--- config.mk ---
export PLATFORM = sky130hd
export DESIGN_NAME = rv32_hazard
export DESIGN_NICKNAME = d
export VERILOG_FILES = /design/src/source/rv32_hazard.sv
export SDC_FILE = /design/constraint.sdc
export NUM_CORES = 1
export LEC_CHECK = 0
export BUFFER_PORTS_ARGS = -buffer_cell sky130_fd_sc_hd__buf_2
export CAP_MARGIN = 20
export CORE_AREA = 3 3 40 42
export DETAILED_ROUTE_END_ITERATION = 12
export DIE_AREA = 0 0 43 45
export GPL_TIMING_DRIVEN = 0
export PLACE_DENSITY = 0.39
export SLEW_MARGIN = 20
export SYNTH_ARGS = -nofsm -noshare
export SYNTH_HDL_FRONTEND = slang
export SYNTH_SLANG_ARGS = --single-unit
--- constraint.sdc ---
create_clock -name vclk -period 3.4
set_clock_uncertainty 0.1 [all_clocks]
set_input_delay 0.68 -clock vclk [all_inputs]
set_output_delay 0.68 -clock vclk [all_outputs]
set_load 0.01 [all_outputs]
--- src/source/rv32_hazard.sv ---
`timescale 1ns/10ps
`default_nettype none

module rv32_hazard (
    input logic [4:0] id_rs1,
    input logic [4:0] id_rs2,
    input logic ex_mem_read,
    input logic [4:0] ex_rd,
    input logic redirect,
    output logic issue_ready,
    output logic id_hold,
    output logic id_flush,
    output logic ex_flush
);

    logic load_use;

    // Load data is not ready until writeback
    assign load_use = ex_mem_read && (ex_rd != 5'd0)
                      && (ex_rd == id_rs1 || ex_rd == id_rs2);

    // Redirect wins over the stall
    assign issue_ready = !redirect && !load_use;
    assign id_hold = load_use && !redirect;
    assign id_flush = redirect;
    assign ex_flush = redirect || load_use;

endmodule

`default_nettype wire

==> impl_metrics.py <==
metrics = {
    "logic_synthesis": {
        "seq_area_frac_synth_pct": 0,
        "ys_top_cells_by_area": "xor2_1 (54%), nor3_1 (9.2%), or4_4 (6.9%)",
        "syn_nets": 38,
        "postSynthAreaPerCell_sq_um": 7.75,
        "synth_top_area_share_pct": 53.8,
        "synth_area_sq_um": 163,
        "ys_types": 9,
        "ys_warn_count": 0,
        "synth_cells": 21,
        "yosys.area.top_type": "xor2_1",
    },
    "hold_path": {
        "min_path_cells": 3,
        "hold_path.class": "in2out",
    },
    "sta": {
        "fmax_mhz": 391,
        "worst_pin_slew_ps": 281,
        "whs_ps": 1550,
        "fin_crit_ps": 2550,
        "final.setup.tns_ps": 0,
        "post-route-period-util_pct": 75.1,
        "slew_violations": 0,
        "grt_setup_unrepaired": "false",
        "finalHoldViolCount": 0,
        "setup_violations": 0,
        "relSlewSlack_pct": 81.3,
    },
    "run_status": {
        "status": "finished, final reports clean",
    },
    "die": {
        "core_sq_um": 1280,
        "initial_core_util_pct": 12.7,
        "die_width_um": 43,
        "fp-row-count": 13,
        "die-area_sq_um": 1940,
        "ios": 21,
        "dieHeight_um": 45,
    },
    "final_layout": {
        "seq_cells": 0,
        "final_common_cell": "buf_2",
        "drive_above_1_share_pct": 57.1,
        "regArea_sq_um": 0,
        "layout_common_cells": "buf_2 (21), xor2_1 (10), nor3_1 (3), nor2_1 (2)",
        "fin_nets": 61,
        "nClkBuffers": 0,
        "syn2layout_area_growth_pct": 76.2,
        "antenna_cells": 0,
    },
    "global_route": {
        "gr-total-overflow": 0,
        "antenna_found_initial": 0,
        "grt_pass1_wl_um": 745,
        "grt_pass1_vias": 183,
        "grt_max_degree": 5,
        "track_usage_pct": 4.81,
    },
    "power_and_ir_drop": {
        "max-vdd-ir-drop_mv": 0.0355,
        "total_power_mw": 0.0324,
        "p_per_area_nw_per_um2": 113,
        "p_leak_nw": 0.151,
    },
    "run": {
        "drv_cap": 0,
    },
    "placement": {
        "port_buffers": 21,
        "dp_hpwl_um": 461,
        "gp_congestion": 0.594,
    },
    "clocking": {
        "cts-resized-gates": 0,
        "cts_setup_buffers": 0,
        "hold_buffers": 0,
    },
    "setup_path": {
        "critical_path_class": "in2out",
        "cp_max_fo": 3,
        "startpoint_type": "primary input",
        "worstPathRequired_ps": 2620,
        "critPathCaptureType": "output port",
        "arrival_ps": 1770,
    },
    "drt": {
        "detail-route-antenna-nets": 0,
        "met1_length_um": 262,
        "drt_wl_total_um": 499,
        "drcViolationCount": 0,
        "wl_met3_um": 110,
        "highest_layer": "met3",
        "drt_iter0_markers": 3,
        "num_vias": 211,
        "viasPerCell": 3.70,
        "drt-wirelength-per-cell_um": 8.75,
        "dr.pass1.iters": 2,
        "met2_length_um": 126,
    },
}
==> power by group <==
group          switching (mW)  total, mW  internal (mW)
Sequential                  0          0              0
Combinational          0.0151     0.0324         0.0173
Clock                       0          0              0
Total                  0.0151     0.0324         0.0173
==> critical path, cell delays in order <==
cell and delay [ps]:
buf_2 120, or4_4 530, o21ai_2 170, o21ba_1 150, buf_2 120
==> layout make-up <==
cell class / count / area (sq um)
repair buffers: 21 / 105
multi-input cells: 20 / 155
well taps: 15 / 18.8
fillers: 152 / 998
plain buffers: 1 / 7.51
==> worst paths after layout <==
path,startpoint,endpoint,slack [ps]
max,ex_rd[1],issue_ready,850
min,redirect,id_hold,1550
==> Yosys cell counts, drive strengths merged <==
cell type  count
a22oi          1
xor2          10
nor3           3
nor2           2
o21ai          1
o21ba          1
or4            1
o21bai         1
buf            1
==> kinds of logic after synthesis <==
group | count (synthesis) | share of synthesized area [%]
XOR/XNOR | 10 | 53.8
AND/OR/NAND/NOR | 6 | 20.8
AO/OA/AOI/OAI | 4 | 20.8
buffers and inverters | 1 | 4.62
==> metal layers <==
layer | vias to the layer above | GRT usage (%)
li1 | 115 | -
met1 | 75 | 8.81
met2 | 21 | 5.39
met3 | 0 | 1.20
met4 | 0 | 0
met5 | - | 0
==> through the flow <==
step	cell area [sq um]	instances	setup slack, ps	utilization (%)
global placement	287	57	839	22.3
finish	287	57	845	22.3
CTS	287	57	838	22.3
floorplan	163	21	1090	-
global route	287	57	803	22.3
detailed placement	287	57	839	22.3
(Power assumes the default switching activity.)
