## src/source/rv32_pkg.sv

```systemverilog
`default_nettype none

package rv32_pkg;

    typedef enum logic [3:0] {
        alu_add,
        alu_sll,
        alu_slt,
        alu_sltu,
        alu_xor,
        alu_srl,
        alu_or,
        alu_and,
        alu_pass_src2
    } alu_op_t;

    // Taken is decided from the ALU result
    typedef enum logic [1:0] {
        branch_never,
        branch_always,
        branch_zero,
        branch_non_zero
    } branch_op_t;

    typedef enum logic [1:0] {
        mem_byte,
        mem_half,
        mem_word
    } mem_width_t;

    // Operand and base selects
    localparam logic SRC1_RS1 = 1'b0;
    localparam logic SRC1_PC = 1'b1;
    localparam logic SRC2_RS2 = 1'b0;
    localparam logic SRC2_IMM = 1'b1;
    localparam logic BRANCH_BASE_PC = 1'b0;
    localparam logic BRANCH_BASE_RS1 = 1'b1;

    typedef struct packed {
        logic valid;
        logic [31:0] pc;
        logic [4:0] rs1;
        logic [4:0] rs2;
        logic [4:0] rd;
        logic rd_write;
        logic [31:0] imm;
        alu_op_t alu_op;
        logic alu_sub_sra;
        logic alu_src1;
        logic alu_src2;
        logic mem_read;
        logic mem_write;
        mem_width_t mem_width;
        logic mem_zero_extend;
        branch_op_t branch_op;
        logic branch_pc_src;
    } issue_t;

    typedef struct packed {
        issue_t insn;
        logic [31:0] rs1_value;
        logic [31:0] rs2_value;
    } id_ex_t;

    typedef struct packed {
        logic mem_read;
        logic mem_write;
        mem_width_t mem_width;
        logic mem_zero_extend;
        branch_op_t branch_op;
        logic [4:0] rd;
        logic rd_write;
        logic [31:0] result;
        logic [31:0] rs2_value;
        logic [31:0] branch_pc;
    } ex_mem_t;

    typedef struct packed {
        logic valid;
        logic [4:0] rd;
        logic [31:0] value;
    } wb_t;

endpackage

`default_nettype wire

```

## src/source/rv32_regfile.sv

```systemverilog
`timescale 1ns/10ps
`default_nettype none

module rv32_regfile import rv32_pkg::*; (
    input logic clk,
    input logic rst_n,
    input logic [4:0] rs1,
    input logic [4:0] rs2,
    output logic [31:0] rs1_value,
    output logic [31:0] rs2_value,
    input wb_t wb
);

    // x0 has no storage
    logic [31:0] regs [1:31];

    always_ff @(posedge clk or negedge rst_n) begin
        if (!rst_n) begin
            for (int i = 1; i < 32; i++) begin
                regs[i] <= 32'b0;
            end
        end else if (wb.valid && wb.rd != 5'd0) begin
            regs[wb.rd] <= wb.value;
        end
    end

    // Write in the same cycle passes through
    always_comb begin
        if (rs1 == 5'd0) begin
            rs1_value = 32'b0;
        end else if (wb.valid && wb.rd == rs1) begin
            rs1_value = wb.value;
        end else begin
            rs1_value = regs[rs1];
        end

        if (rs2 == 5'd0) begin
            rs2_value = 32'b0;
        end else if (wb.valid && wb.rd == rs2) begin
            rs2_value = wb.value;
        end else begin
            rs2_value = regs[rs2];
        end
    end

endmodule

`default_nettype wire

```

## config.mk

```make
export PLATFORM = sky130hd
export DESIGN_NAME = rv32_regfile
export DESIGN_NICKNAME = d
export VERILOG_FILES = /design/src/source/rv32_pkg.sv /design/src/source/rv32_regfile.sv
export SDC_FILE = /design/constraint.sdc
export NUM_CORES = 2
export LEC_CHECK = 0
export ABC_CLOCK_PERIOD_IN_PS = 2190
export BUFFER_PORTS_ARGS = -buffer_cell sky130_fd_sc_hd__buf_2
export CAP_MARGIN = 25
export CORE_AREA = 2 2 323 325
export CTS_CLUSTER_SIZE = 14
export DETAILED_ROUTE_END_ITERATION = 7
export DIE_AREA = 0 0 325 327
export MAX_ROUTING_LAYER = met4
export PLACE_DENSITY = 0.68
export SETUP_SLACK_MARGIN = 0.2
export SYNTH_ARGS = -nofsm -noshare
export SYNTH_HDL_FRONTEND = slang
export SYNTH_SLANG_ARGS = --single-unit
```

## constraint.sdc

```tcl
create_clock -name clk -period 2.19 [get_ports clk]
set_input_delay 0.1095 -clock clk [delete_from_list [all_inputs] [get_ports clk]]
set_output_delay 0.1095 -clock clk [all_outputs]
set_load 0.005 [all_outputs]
```

==> impl_metrics.ini <==
[status]
outcome = complete, but fails checks
failed_checks = setup timing

[yosys]
ys_top_cells_by_count = sky130_fd_sc_hd__mux2_2 (1067), sky130_fd_sc_hd__dfrtp_1 (992), sky130_fd_sc_hd__mux4_2 (405), sky130_fd_sc_hd__nand2_1 (165), sky130_fd_sc_hd__mux2i_1 (160)
syn-num-nets = 3781
synthesis.instances = 3731
synth_area_mm2 = 0.05414
synth_top_area_share = 0.4585
ys_types = 51
synth.largest_area_cell = sky130_fd_sc_hd__dfrtp_1
ys_seq_elements = 992
synth_enable_flop_cells = 0
postSynth.asyncResetShare = 1.000
ys_warn_count = 0
ys_top_cells_by_area = sky130_fd_sc_hd__dfrtp_1 (46%), sky130_fd_sc_hd__mux2_2 (22%), sky130_fd_sc_hd__mux4_2 (17%)
postSynth.topFlopCell = sky130_fd_sc_hd__dfrtp_1
synth.avg_cell_area_um2 = 14.51
most_instantiated_library_cell_after_synthesis = sky130_fd_sc_hd__mux2_2
synth_seq_area_share = 0.4585

[finish]
layout.core_utilization = 0.6242
flip_flop_count_of_the_largest_register_all_copies_and_words_added = 992
layout_top_registers = regs x992
stdcell_area_mm2 = 0.06424
finish.net_count = 4029
sequential_cell_area_mm2 = 0.02482
fillCellCount = 7705
multi_input_area_mm2 = 0.02842
area_growth_syn_to_layout_pct = 18.65
final_layout_size_suffix_gt1_frac = 0.5917
register_ranked_first_by_flip_flop_count = regs

[critical_path]
worst_r2r_startpoint = regs[283]
timing.critical_path.buf_inv = 2
critPathMaxStageDelay_ns = 0.49
reg2regPathDepth = 3
crit_path_max_fanout = 3
critical-path-top-delay-family = multiplexers
cp_slowest_cell = sky130_fd_sc_hd__mux4_2
worst_setup_path_startpoint = regs[389]
cells_along_the_critical_path = mux4_2 > mux2i_2 > nand2_1 > o211ai_1 > a21oi_2 > buf_4 > buf_6
critical_path_arrival_ns = 2.56
reg2reg_to = regs[283]
worst-r2r-setup-slack_ns = 1.17
critical_path.endpoint = rs1_value[5]
cp-start-kind = flop
critical_path_class = flop to output pin
worst-path-stages = 7
endpoint_kind = output pin
required_time_at_the_worst_slack_endpoint_ns = 2.08

[die]
coreArea_mm2 = 0.1029
initial_core_util = 0.5261
height_of_the_chip_um = 327
floorplan.io_pins = 114
design.die.area_mm2 = 0.1063
std_cell_rows = 118
die_width_um = 325

[routing]
ant_nets = 0
final_wirelength_mm = 179.9
routed-via-count = 37607
detail_route.iter0.violations = 3988
post_drt_wl_per_cell_um = 32.96
drtPass1Iterations = 7
remaining_drc_errors = 0
avgViaCountPerCell = 6.892

[cts]
root_buffer = sky130_fd_sc_hd__clkbuf_16
clk_latency_ns = 0.69
numClockSinks = 992
clock_tree.buffer_depth = 3
cts_inserted_buffers = 108
tritoncts = built
cts-htree-levels = 3
clk_pin_slew_worst_paths_ns = 0.06

[placed_design]
postPlaceCellArea_mm2 = 0.05900
weighted_congestion_at_the_end_of_routability_driven_global_placement = 0.8993
place.detailed.hpwl_mm = 113.9
io_buffer_count = 113

[timing]
finalCriticalPeriod_ns = 2.669
finalMaxSlewViolations = 0
fin_crit_sh = 1.219
finalHoldViolCount = 0
final.setup_skew_ns = 0
unrepaired_setup_endpoints_after_global_routing = yes
setup_viol_count_final = 64
tightest_slew_ns = 0.7783
final.setup.worst_slack_ns = -0.4788
slew_headroom = 0.4811
maxClockFrequency_ghz = 0.3747
hold-worst-slack_ns = 0.05347

[pwr]
pwr_density_cell_mw_per_mm2 = 875.3
p_leak_nw = 27.70
power.ir.vdd_worst_mv = 0.6758

[worst_hold_path]
whs_path_depth = 3
worst_hold_path_type = primary input to flop

[grt]
largest_net_degree_at_the_start_of_global_routing = 141
number_of_antenna_violations_at_the_first_check_in_global_routing = 12
overflow = 0
track_usage = 0.3497
grt_pass1_wl_mm = 264.7
number_of_global_route_vias_before_repair = 38077

[run]
max-cap-violations = 0
[power breakdown]
group | internal, mW | switching [mW]
clock | 11.2 | 7.70
combinational | 7.62 | 5.10
sequential | 21.9 | 2.69
total | 40.7 | 15.5
[worst min-delay path: stages]
cell and delay (ns):
sky130_fd_sc_hd__buf_2 0.10, sky130_fd_sc_hd__buf_4 0.29, sky130_fd_sc_hd__mux2_2 0.21
[cell families after synthesis]
group / share of synthesized area
compound gates: 0.05667
xor+xnor: 0.001618
buf+inv: 0.03799
flops: 0.4585
mux: 0.4210
simple gates: 0.02424
[per-stage QoR]
step	std cells	TNS [ns]	setup slack (ns)	total power, mW
floorplan	3731	0	0.4229	32.50
global placement	5191	-0.7604	-0.2455	36.04
detailed placement	5191	-0.7069	-0.2295	36.56
CTS	5433	-15.86	-0.4656	56.02
global route	5454	-18.29	-0.4664	58.35
finish	5457	-14.72	-0.4788	56.22
[cell type report]
| type | count | area share |
|---|---|---|
| Antenna cell | 11 | 0.0004285 |
| Clock buffer | 161 | 0.05006 |
| Clock inverter | 36 | 0.006973 |
| Inverter | 3 | 0.0001753 |
| Multi-Input combinational cell | 2333 | 0.4424 |
| Sequential cell | 992 | 0.3864 |
| Tap cell | 1380 | 0.02688 |
| Timing Repair Buffer | 541 | 0.08660 |
[worst min path at each step]
stage | start | endpoint | slack (ns)
2_1_floorplan | rst_n | regs[0] | -0.19
3_3_place_gp | rst_n | regs[433] | -0.03
3_5_place_dp | rst_n | regs[401] | -0.02
4_1_cts | wb[26] | regs[954] | 0.03
5_1_grt | wb[26] | regs[954] | 0.08
6_report | wb[22] | regs[694] | 0.05
[placed cells by master (no fill, tap or decap), types with 31 or more instances in the layout]
cell type and instances:
sky130_fd_sc_hd__dfrtp_1 992, sky130_fd_sc_hd__buf_12 123, sky130_fd_sc_hd__a31oi_1 31, sky130_fd_sc_hd__clkbuf_16 111
sky130_fd_sc_hd__mux2i_1 142, sky130_fd_sc_hd__buf_4 280, sky130_fd_sc_hd__mux2_2 1065, sky130_fd_sc_hd__buf_2 88
sky130_fd_sc_hd__a22oi_2 31, sky130_fd_sc_hd__a21oi_2 31, sky130_fd_sc_hd__o21ai_0 39, sky130_fd_sc_hd__nand3_1 36
sky130_fd_sc_hd__o211ai_1 60, sky130_fd_sc_hd__nand2_1 139, sky130_fd_sc_hd__mux4_2 407
[routing by layer]
layer,vias up,GRT usage,routed length [µm]
met5,-,-,0
met4,0,0.1459,8222
met3,437,0.06782,16110
met2,1944,0.5194,82490
met1,20254,0.4752,73070
li1,14972,-,-
[repair_timing]
| item | CTS | global route |
|---|---|---|
| pin swaps | 124 | 59 |
| hold endpoints to repair | 955 | 0 |
| resized for setup | 154 | 48 |
| buffers inserted | 26 | 13 |
| hold buffers | 19 | 0 |
| setup endpoints to repair | 64 | 64 |
| cloned | 0 | 0 |
Note: power is estimated with default switching activity, not from simulation.
